--- config.mk ---
export PLATFORM = sky130hd
export DESIGN_NAME = osd_spi_rx
export DESIGN_NICKNAME = d
export VERILOG_FILES = /design/src/hw/osd_pkg.sv /design/src/hw/osd_spi_rx.sv
export SDC_FILE = /design/constraint.sdc
export NUM_CORES = 1
export LEC_CHECK = 0
export ABC_CLOCK_PERIOD_IN_PS = 1930
export BUFFER_PORTS_ARGS = -buffer_cell sky130_fd_sc_hd__buf_2
export CORE_MARGIN = 10
export CORE_UTILIZATION = 35
export CTS_CLUSTER_DIAMETER = 80
export DETAILED_ROUTE_END_ITERATION = 16
export GPL_TIMING_DRIVEN = 0
export PLACE_DENSITY = 0.61
export SYNTH_ARGS = -nofsm -noshare
export SYNTH_HDL_FRONTEND = slang
export SYNTH_SLANG_ARGS = --single-unit
export TNS_END_PERCENT = 5
--- constraint.sdc ---
create_clock -name clk -period 1.93 [get_ports clk]
set_clock_uncertainty 0.1 [all_clocks]
set_input_delay 0.386 -clock clk [delete_from_list [all_inputs] [get_ports clk]]
set_output_delay 0.386 -clock clk [all_outputs]
set_load 0.1 [all_outputs]
--- src/hw/osd_pkg.sv ---
// osd package: command codes, buffer and window constants, bus structs

package osd_pkg;

  // ------------------------------------------------------------
  // constants
  // ------------------------------------------------------------

  // buffer is 2048 bytes, 8 line groups of 256 columns
  localparam int unsigned BUF_AW = 11;

  // window placement, horizontal in half-rate counts
  localparam int unsigned OSD_H_START = 448;
  localparam int unsigned OSD_WIDTH   = 256;
  localparam int unsigned OSD_V_START = 128;
  localparam int unsigned OSD_HEIGHT  = 64;

  // chip 01, slow 01, fast 00, hrtmon off
  localparam logic [6:0] MEMORY_CFG_DEFAULT = 7'b0000101;

  // buffer command: bytes 0..2 are address filler, byte 3 holds the line group
  localparam int unsigned BUF_LINE_INDEX = 3;
  localparam int unsigned DAT_CNT_MAX    = 4;

  // ------------------------------------------------------------
  // host commands, upper six bits of the command byte
  // ------------------------------------------------------------
  typedef enum logic [5:0] {
    CMD_NOP          = 6'b0_000_00,
    CMD_RESET_CTRL   = 6'b0_000_10,
    CMD_OSD_CTRL     = 6'b0_010_10,
    CMD_CHIP_CFG     = 6'b0_000_01,
    CMD_CPU_CFG      = 6'b0_001_01,
    CMD_MEMORY_CFG   = 6'b0_010_01,
    CMD_VIDEO_CFG    = 6'b0_011_01,
    CMD_FLOPPY_CFG   = 6'b0_100_01,
    CMD_HARDDISK_CFG = 6'b0_101_01,
    CMD_JOYSTICK_CFG = 6'b0_110_01,
    CMD_OSD_BUFFER   = 6'b0_000_11
  } osd_cmd_e;

  // ------------------------------------------------------------
  // buses between blocks
  // ------------------------------------------------------------

  // one received spi byte
  typedef struct packed {
    logic       valid;
    logic       first;
    logic [7:0] data;
  } spi_byte_t;

  // one data byte routed to the register block
  typedef struct packed {
    logic       valid;
    osd_cmd_e   cmd;
    logic [2:0] index;
    logic [7:0] data;
  } reg_wr_t;

  // one byte into the osd buffer
  typedef struct packed {
    logic              valid;
    logic [BUF_AW-1:0] addr;
    logic [7:0]        data;
  } buf_wr_t;

  // configuration outputs toward the core
  typedef struct packed {
    logic [1:0] lr_filter;
    logic [1:0] hr_filter;
    logic [1:0] scanline;
    logic [1:0] dither;
    logic [6:0] memory_config;
    logic [4:0] chipset_config;
    logic [3:0] floppy_config;
    logic [2:0] ide_config;
    logic [3:0] cpu_config;
    logic [1:0] autofire_config;
    logic       cd32pad;
  } osd_cfg_t;

endpackage

--- src/hw/osd_spi_rx.sv ---
// osd_spi_rx: oversampled spi slave byte receiver with command-byte flag
`timescale 1ns/1ns

module osd_spi_rx import osd_pkg::*; (
  input  logic      clk,
  input  logic      reset,
  input  logic      scs_n,
  input  logic      sck,
  input  logic      sdi,
  output spi_byte_t rx
);

  // pin order {scs_n, sck, sdi}
  logic [2:0] pin_meta;
  logic [2:0] pin_sync;
  logic       sck_last;
  logic       sck_rise;
  logic [2:0] bit_cnt;
  logic [7:0] shift;
  logic       byte_done;
  logic       first_byte;

  // ------------------------------------------------------------
  // two-flop synchronizers
  // ------------------------------------------------------------
  always_ff @(posedge clk) begin
    if (reset) begin
      pin_meta <= 3'b100;
      pin_sync <= 3'b100;
      sck_last <= 1'b0;
    end else begin
      pin_meta <= {scs_n, sck, sdi};
      pin_sync <= pin_meta;
      sck_last <= pin_sync[1];
    end
  end

  // rising sck, only inside a frame
  assign sck_rise = pin_sync[1] && !sck_last && !pin_sync[2];

  // ------------------------------------------------------------
  // shifter, msb first
  // ------------------------------------------------------------
  always_ff @(posedge clk) begin
    if (sck_rise)
      shift <= {shift[6:0], pin_sync[0]};
  end

  always_ff @(posedge clk) begin
    if (reset) begin
      bit_cnt    <= 3'd0;
      byte_done  <= 1'b0;
      first_byte <= 1'b1;
    end else begin
      byte_done <= sck_rise && (bit_cnt == 3'd7);
      // chip select high starts a new frame
      if (pin_sync[2])
        bit_cnt <= 3'd0;
      else if (sck_rise)
        bit_cnt <= bit_cnt + 3'd1;
      if (pin_sync[2])
        first_byte <= 1'b1;
      else if (byte_done)
        first_byte <= 1'b0;
    end
  end

  assign rx = '{valid: byte_done, first: first_byte, data: shift};

endmodule

==> results of run 1 <==
## worst min path at each step
stage                   to
2_1_floorplan  pin_sync[2]
3_3_place_gp      shift[0]
3_5_place_dp   pin_sync[2]
4_1_cts           sck_last
5_1_grt           sck_last
6_report          sck_last
## power groups by stage
stage               Sequential (mW)  Combinational (mW)  Clock [mW]
finish                        0.448              0.0300       0.193
global route                  0.449              0.0327       0.225
CTS                           0.448              0.0306       0.205
detailed placement            0.458              0.0304           0
global placement              0.458              0.0301           0
floorplan                     0.468              0.0121           0
## layout make-up
type | instances | share of cell area
multi-input combinational | 21 | 0.2009
tap | 25 | 0.03956
buffer | 3 | 0.02532
timing repair buffer | 14 | 0.08861
clock buffer | 4 | 0.03323
sequential | 20 | 0.6076
inverter | 1 | 0.004747
## state kept, by name (all words and copies together) (netlist names)
name,cells
bit_cnt,3
byte_done,1
first_byte,1
pin_meta,3
pin_sync,3
sck_last,1
shift,8
## per-stage QoR
step / hold WS (ns) / instances / setup WS, ns
after floorplan: 0.2832 / 45 / 0.5285
after global placement: 0.2877 / 84 / 0.3594
after detailed placement: 0.2886 / 84 / 0.3532
after CTS: 0.1493 / 88 / 0.2775
after global routing: 0.1480 / 88 / 0.2339
final: 0.1622 / 88 / 0.3004
## per-layer routing
| layer | wire, um | track usage |
|---|---|---|
| met5 | 0 | 0 |
| met1 | 471 | 0.05717 |
| met3 | 102 | 0.04594 |
| met4 | 0 | 0.01639 |
| met2 | 411 | 0.07663 |
## cells by family (layout without fill, tap and decap cells)
| group | after synthesis | after routing | share of synthesized area |
|---|---|---|---|
| muxes | 2 | 2 | 0.03019 |
| adders and majority gates | 2 | 2 | 0.03773 |
| xor gates and xnor gates | 1 | 1 | 0.01321 |
| and+or+nand+nor | 15 | 15 | 0.1509 |
| DFF | 20 | 20 | 0.7245 |
| buffers and inverters | 4 | 22 | 0.03583 |
| AOI/OAI and AO/OA | 1 | 1 | 0.007540 |
## cell usage in the layout (no fill, tap or decap), types with 2 or more instances in the layout
cell and count:
nor2_1 2, nor2b_1 5, or2_1 2, nor3_1 2, buf_4 2, edfxtp_1 8, ha_1 2, mux2i_1 2
clkbuf_4 3, dfxtp_1 12, buf_2 15
## critical path, cell delays in order (launching register included)
cell,delay (ns)
dfxtp_1,0.34
buf_4,0.10
buf_2,0.41
==> flow_summary_export.csv, run 1 <==
group,metric,value,unit
route,drc_errors,0,
logic_synthesis,synthTopCellsByCount,"dfxtp_1, edfxtp_1, nor2b_1",
pwr,p_int,0.5356,mW
clock_network,postCtsSetupBuffers,0,
route,drtAntennaViolNets,0,
setup_path,reg2reg_to,"shift[1]",
placed_design,placed_area,764.5,um^2
logic_synthesis,synth_edf_count,8,
timing,period_share,0.8444,
setup_path,cp_data_required_time,1.44,ns
timing,fin_crit,1.630,ns
logic_synthesis,syn_nets,52,
setup_path,end_kind,"output port",
setup_path,crit_path_start,"byte_done",
placed_design,portBuffers,14,
global_routing,grt_usage,0.05363,
clock_network,cts_tree,"done",
timing,worstMarginPinSlew,0.6739,ns
clock_network,path_clk_slew,0.10,ns
setup_path,crit_arrival,1.14,ns
route,wl_per_cell,11.18,um
status,status,"complete, no violations",
logic_synthesis,synthFlopType,"dfxtp_1",
pwr,clkPwrFrac,0.287,
final_layout,ff_latch_area,480.5,um^2
final_layout,finish.utilization,0.4482,
setup_path,reg2reg_from,"pin_sync[1]",
pwr,power_switching,0.1357,mW
pwr,p_seq_frac,0.668,
clock_network,cts_sinks,20,
hold_path,whs_path_depth,2,
timing,hold_violations,0,
global_routing,grt_max_degree,12,
route,first_pass_iters,2,
global_routing,grt_remaining_overflow,0,
die,initial_core_util,0.3759,
final_layout,nNetsFinal,71,
route,drt-initial-drc-count,3,
clock_network,clockRootBuffer,"clkbuf_4",
pwr,powerDensity,849.0,mW/mm^2
die,die-area,0.004035,mm^2
route,routed_wirelength,984,um
clock_network,ctsResizeCount,0,
logic_synthesis,netlist.area_leader.share,0.3623,
die,coreArea,0.001764,mm^2
timing,setup_viol,0,
final_layout,fin_area,790.8,um^2
setup_path,rr_worst_depth,2,
setup_path,cp_max_fo,2,
logic_synthesis,yosys-top-cells-area,"dfxtp_1, edfxtp_1, nor2b_1",
logic_synthesis,ys_async_sr_fraction,0,
route,num_vias,378,
logic_synthesis,synth_cells,45,
clock_network,clock_latency,0.29,ns
logic_synthesis,yosysWarnings,0,
setup_path,regToRegSetupSlack,0.35,ns
timing,max_freq,0.6136,GHz
die,row_count,15,
final_layout,syn2layout_area_growth,19.25,%
hold_path,hold_path.class,"primary input to flip-flop",
pwr,ir_worst_vdd,563.5,uV
logic_synthesis,yosysMostFrequentCell,"dfxtp_1",
global_routing,grt_pass1_vias,385,
setup_path,worst-setup-path-type,"flip-flop to output port",
clock_network,cts_hold_buffers,0,
timing,setup_tns,0,ns
logic_synthesis,ys_seq_area_frac,0.7245,
run,drv_cap,0,
setup_path,worstSetupStartpointType,"flip-flop",
final_layout,drive_above_1_share,0.3651,
logic_synthesis,yosys.area.top_type,"dfxtp_1",
die,die_h,63.53,um
pwr,swShare,0.2021,
final_layout,fillers,178,
logic_synthesis,syn_area,663.1,um^2
setup_path,endpoint,"rx[9]",
clock_network,cts_made_buffers,3,
timing,grt_setup_unrepaired,"no",
logic_synthesis,avgSynthCellArea,14.74,um^2
pwr,finalPower,0.6713,mW
pwr,leakage,0.3236,nW
final_layout,multi_input_area,158.9,um^2
die,ioPinCount,15,
clock_network,ctsLongestPathBuffers,2,
logic_synthesis,synth-seq-cells,20,
global_routing,antenna_found_initial,0,
logic_synthesis,synthDistinctLibCells,17,
placed_design,dp_hpwl,749.5,um
timing,slew_viol_final,0,
pwr,comb_power_share,0.045,
route,vias_per_cell,4.295,
final_layout,antenna_cells,0,
die,die_w,63.53,um
timing,relSlewSlack,0.5498,
hold_path,min-delay-start,"reset",
clock_network,htree_levels,1,
global_routing,grt_pass1_wl,1718,um
placed_design,place_congestion,0.6367,
Note: power is estimated with default switching activity, not from simulation.
==> run 2: changes to the inputs <==
--- a/config.mk
+++ b/config.mk
@@ -5,14 +5,14 @@
 export SDC_FILE = /design/constraint.sdc
 export NUM_CORES = 1
 export LEC_CHECK = 0
-export ABC_CLOCK_PERIOD_IN_PS = 1930
+export ABC_CLOCK_PERIOD_IN_PS = 1300
 export BUFFER_PORTS_ARGS = -buffer_cell sky130_fd_sc_hd__buf_2
 export CORE_MARGIN = 10
 export CORE_UTILIZATION = 35
 export CTS_CLUSTER_DIAMETER = 80
 export DETAILED_ROUTE_END_ITERATION = 16
 export GPL_TIMING_DRIVEN = 0
-export PLACE_DENSITY = 0.61
+export PLACE_DENSITY = 0.63
 export SYNTH_ARGS = -nofsm -noshare
 export SYNTH_HDL_FRONTEND = slang
 export SYNTH_SLANG_ARGS = --single-unit
==> constraint.sdc (replaced) <==
create_clock -name clk -period 1.3 [get_ports clk]
set_clock_uncertainty 0.1 [all_clocks]
set_input_delay 0.26 -clock clk [delete_from_list [all_inputs] [get_ports clk]]
set_output_delay 0.26 -clock clk [all_outputs]
set_load 0.1 [all_outputs]
==> flow_summary_export.csv, run 2 (synthesized netlist as in run 1, its figures left out) <==
group,metric,value,unit
global_routing,antenna_found_initial,0,
global_routing,grt_pass1_wl,1745,um
final_layout,nNetsFinal,74,
die,row_count,15,
timing,slew_viol_final,0,
hold_path,hold_path.class,"primary input to flip-flop",
global_routing,grt_max_degree,12,
die,die-area,0.004035,mm^2
final_layout,syn2layout_area_growth,37.36,%
clock_network,ctsLongestPathBuffers,2,
setup_path,cp_slowest_cell,"edfxtp_1",
setup_path,crit_family,"flip-flops",
setup_path,crit_chain,"buf_6",
setup_path,cp_data_required_time,0.94,ns
final_layout,fillers,164,
timing,max_freq,0.7865,GHz
timing,hold_violations,0,
status,status,"complete, no violations",
pwr,powerDensity,1092,mW/mm^2
setup_path,slowest_delay,0.42,ns
final_layout,final_cell_mix,"buf_6, dfxtp_1, edfxtp_1",
final_layout,regMostFlops,"shift",
route,routed_wirelength,984,um
timing,grt_setup_unrepaired,"yes",
setup_path,critPathBufInv,1,
route,wl_per_cell,10.81,um
final_layout,drive_above_1_share,0.4394,
timing,period_share,0.9781,
timing,worstMarginPinSlew,0.2690,ns
final_layout,fin_area,910.9,um^2
die,ioPinCount,15,
die,die_h,63.53,um
final_layout,largest_reg_flops,8,
setup_path,reg2reg_from,"pin_sync[1]",
clock_network,clock_latency,0.28,ns
clock_network,cts_tree,"done",
die,die_w,63.53,um
placed_design,place_inst,84,
final_layout,antenna_cells,0,
clock_network,clockRootBuffer,"clkbuf_4",
clock_network,htree_levels,1,
hold_path,min-delay-start,"reset",
final_layout,finalNonFillerCells,91,
global_routing,grt_remaining_overflow,0,
route,drc_errors,0,
die,coreArea,0.001764,mm^2
final_layout,finish.utilization,0.5163,
setup_path,cp_max_fo,2,
timing,hold_slack,0.04146,ns
timing,fin_crit,1.271,ns
placed_design,portBuffers,14,
global_routing,grt_usage,0.05333,
route,first_pass_iters,2,
clock_network,cts_hold_buffers,0,
pwr,ir_worst_vdd,918.9,uV
route,drt-initial-drc-count,6,
global_routing,grt_pass1_vias,353,
route,drtAntennaViolNets,0,
timing,setup_viol,0,
run,drv_cap,0,
placed_design,dp_hpwl,725.5,um
clock_network,cts_sinks,20,
placed_design,placed_area,767.0,um^2
pwr,leakage,0.3702,nW
pwr,finalPower,0.9951,mW
clock_network,path_clk_slew,0.10,ns
timing,relSlewSlack,0.8205,
route,num_vias,370,
route,vias_per_cell,4.066,
setup_path,crit_path_start,"shift[1]",
placed_design,place_congestion,0.6478,
setup_path,worstSetupStartpointType,"flip-flop",
setup_path,end_kind,"output port",
die,initial_core_util,0.3759,
clock_network,cts_made_buffers,3,
setup_path,crit_arrival,0.91,ns
setup_path,worst-setup-path-type,"flip-flop to output port",
## run 2: changes by cell type in the layout (fill, tap and decap cells not counted)
cell,change
dfxtp_1,-2
nor2b_1,-1
buf_12,+2
buf_6,+10
dfxtp_2,+2
nor2b_4,+1
clkinv_1,+1
clkbuf_1,-1
buf_2,-10
buf_4,+1
## run 2: final timing paths
| check | to | cells after the start | slack (ns) |
|---|---|---|---|
| max | rx[1] | 1 | 0.03 |
| min | sck_last | 2 | 0.04 |
| max reg2reg | shift[7] | 2 | 0.06 |
| min reg2reg | pin_sync[2] | 1 | 0.31 |
## run 2: through the flow
stage	setup WS (ns)	TNS (ns)
3_5_place_dp	-0.06593	-0.5265
3_3_place_gp	-0.07436	-0.5935
5_1_grt	-0.03304	-0.2010
6_report	0.02850	0
4_1_cts	-0.03176	-0.03176
2_1_floorplan	-0.04531	-0.3172
## run 2: report_power, final
group          leakage [nW]  switching, mW  internal [mW]  total (mW)
Combinational         0.185         0.0288         0.0203      0.0491
Clock                0.0154          0.168          0.111       0.280
Sequential            0.170        0.00655          0.660       0.666
## run 2: cell type report
type | count | area (um^2) | share of cell area
clock buffer | 3 | 22.52 | 0.02473
clock inverter | 1 | 3.754 | 0.004121
buffer | 3 | 27.53 | 0.03022
sequential | 20 | 483.0 | 0.5302
multi-input combinational | 21 | 166.4 | 0.1827
timing repair buffer | 17 | 172.7 | 0.1896
tap | 25 | 31.28 | 0.03434
inverter | 1 | 3.754 | 0.004121
## run 2: routing by layer
| metal | global-route usage | vias up | part of all wire |
|---|---|---|---|
| li1 | - | 191 | - |
| met1 | 0.05734 | 163 | 0.47 |
| met2 | 0.07538 | 14 | 0.41 |
| met3 | 0.04594 | 2 | 0.11 |
| met4 | 0.01639 | 0 | 0.0081 |
| met5 | 0 | - | 0 |
## run 2: what timing repair did
item | 4_1_cts | 5_1_grt
gates resized for setup | 21 | 8
endpoints found under the setup margin | 18 | 10
setup buffers | 0 | 3
==> run 3: changes to the inputs <==
--- a/config.mk
+++ b/config.mk
@@ -7,12 +7,14 @@
 export LEC_CHECK = 0
 export ABC_CLOCK_PERIOD_IN_PS = 1300
 export BUFFER_PORTS_ARGS = -buffer_cell sky130_fd_sc_hd__buf_2
+export CELL_PAD_IN_SITES_DETAIL_PLACEMENT = 1
+export CELL_PAD_IN_SITES_GLOBAL_PLACEMENT = 2
 export CORE_MARGIN = 10
-export CORE_UTILIZATION = 35
+export CORE_UTILIZATION = 30
 export CTS_CLUSTER_DIAMETER = 80
 export DETAILED_ROUTE_END_ITERATION = 16
 export GPL_TIMING_DRIVEN = 0
-export PLACE_DENSITY = 0.63
+export PLACE_DENSITY = 0.74
 export SYNTH_ARGS = -nofsm -noshare
 export SYNTH_HDL_FRONTEND = slang
 export SYNTH_SLANG_ARGS = --single-unit
==> flow_summary_export.csv, run 3 (synthesized netlist as in run 1, its figures left out) <==
group,metric,value,unit
route,wl_per_cell,13.12,um
final_layout,syn2layout_area_growth,35.66,%
route,first_pass_iters,4,
pwr,ir_worst_vdd,555.7,uV
route,drc_errors,0,
pwr,clkPwrFrac,0.286,
setup_path,rr_worst_depth,2,
placed_design,place_inst,86,
clock_network,ctsLongestPathBuffers,2,
timing,fin_ws,0.01192,ns
timing,worstMarginPinSlew,0.2950,ns
final_layout,fillers,219,
setup_path,cp_slowest_cell,"edfxtp_1",
status,status,"complete, no violations",
final_layout,finalNonFillerCells,91,
die,die_h,67.02,um
timing,period_share,0.9908,
setup_path,crit_family,"flip-flops",
setup_path,cp.depth,1,
placed_design,place_congestion,0.6779,
die,die-area,0.004491,mm^2
pwr,finalPower,1.003,mW
clock_network,cts_tree,"done",
setup_path,crit_arrival,0.93,ns
clock_network,path_clk_slew,0.10,ns
clock_network,cts_hold_buffers,0,
pwr,powerDensity,1115,mW/mm^2
final_layout,drive_above_1_share,0.4375,
timing,setup_tns,0,ns
setup_path,reg2reg_to,"shift[0]",
pwr,leakage,0.3606,nW
die,coreArea,0.002022,mm^2
hold_path,whs_path_depth,2,
die,initial_core_util,0.3280,
timing,hold_violations,0,
clock_network,clockRootBuffer,"clkbuf_4",
timing,fin_crit,1.288,ns
global_routing,grt_max_degree,12,
setup_path,slowest_delay,0.43,ns
final_layout,largest_reg_flops,8,
clock_network,cts_sinks,20,
setup_path,worstSetupStartpointType,"flip-flop",
die,ioPinCount,15,
pwr,p_seq_frac,0.666,
pwr,p_int,0.7988,mW
pwr,comb_power_share,0.049,
route,drt-initial-drc-count,2,
timing,slew_viol_final,0,
pwr,swShare,0.2035,
final_layout,regMostFlops,"shift",
route,vias_per_cell,4.088,
global_routing,grt_usage,0.05765,
timing,relSlewSlack,0.8031,
setup_path,cp_max_fo,2,
final_layout,final_common_cell,"buf_6",
timing,grt_setup_unrepaired,"yes",
clock_network,clock_latency,0.29,ns
final_layout,nNetsFinal,72,
placed_design,dp_slack,-0.09275,ns
global_routing,grt_remaining_overflow,0,
clock_network,cts_made_buffers,3,
final_layout,final_cell_mix,"buf_6, dfxtp_1, edfxtp_1",
die,die_w,67.02,um
placed_design,portBuffers,14,
timing,setup_viol,0,
run,drv_cap,0,
die,row_count,16,
setup_path,crit_chain,"buf_6",
hold_path,hold_path.class,"primary input to flip-flop",
route,num_vias,372,
setup_path,reg2reg_from,"sck_last",
setup_path,cp_data_required_time,0.94,ns
placed_design,dp_hpwl,865,um
setup_path,endpoint,"rx[6]",
global_routing,antenna_found_initial,0,
setup_path,regToRegSetupSlack,0.04,ns
final_layout,antenna_cells,0,
setup_path,crit_path_start,"shift[6]",
setup_path,end_kind,"output port",
route,routed_wirelength,1194,um
setup_path,critPathBufInv,1,
clock_network,htree_levels,1,
pwr,power_switching,0.2042,mW
route,drtAntennaViolNets,0,
timing,max_freq,0.7764,GHz
setup_path,worst-setup-path-type,"flip-flop to output port",
global_routing,grt_pass1_vias,409,
global_routing,grt_pass1_wl,1938,um
## run 3: cell types whose count changed in the layout (fill, tap and decap cells not counted)
cell and delta:
clkinv_1 -1, buf_4 -2, dfxtp_2 +1, clkbuf_1 +1
dfxtp_1 -1
## run 3: power by group through the flow
stage          clock, mW  sequential (mW)  combinational [mW]
3_3_place_gp           0            0.680              0.0454
5_1_grt            0.344            0.669              0.0531
2_1_floorplan          0            0.695              0.0182
6_report           0.287            0.668              0.0488
4_1_cts            0.304            0.668              0.0493
3_5_place_dp           0            0.681              0.0461
## run 3: final cells by class
cell class                 instances  area (um^2)  area share
tap                               27        33.78     0.03755
sequential                        20        484.2      0.5382
buffer                             3        27.53     0.03060
clock buffer                       4        26.28     0.02921
timing repair buffer              15        157.7      0.1752
multi-input combinational         21        166.4      0.1850
inverter                           1        3.754    0.004172
## run 3: worst register-to-register path: stages, from the launching register on
cell,delay (ns)
dfxtp_1,0.35
nor2b_4,0.19
nor2b_4,0.31
## run 3: layer usage
layer / GRT usage / vias to the layer above / wire, um
met5: 0 / - / 0
met4: 0.03077 / 0 / 0
met1: 0.06262 / 172 / 503
met3: 0.03010 / 0 / 88
met2: 0.08886 / 11 / 602
li1: - / 189 / -
## run 3: timing repair
action	in CTS	in global routing
buffers inserted	0	1
endpoints found under the setup margin	18	18
gates resized for setup	23	7
## run 3: how the worst min path moves through the flow
| stage | startpoint | endpoint |
|---|---|---|
| after floorplan | reset | sck_last |
| after global routing | reset | sck_last |
| after CTS | reset | sck_last |
| after detailed placement | pin_meta[2] | pin_sync[2] |
| after global placement | pin_sync[0] | shift[0] |
| final | reset | sck_last |
## run 3: metrics by stage
step	hold slack [ns]	util	cell area, um^2
after floorplan	0.2303	-	665.6
after global placement	0.2899	0.3806	769.5
after detailed placement	0.2986	0.3806	769.5
after CTS	0.03673	0.4313	872.1
after global routing	0.02307	0.4449	899.6
final	0.04526	0.4449	899.6
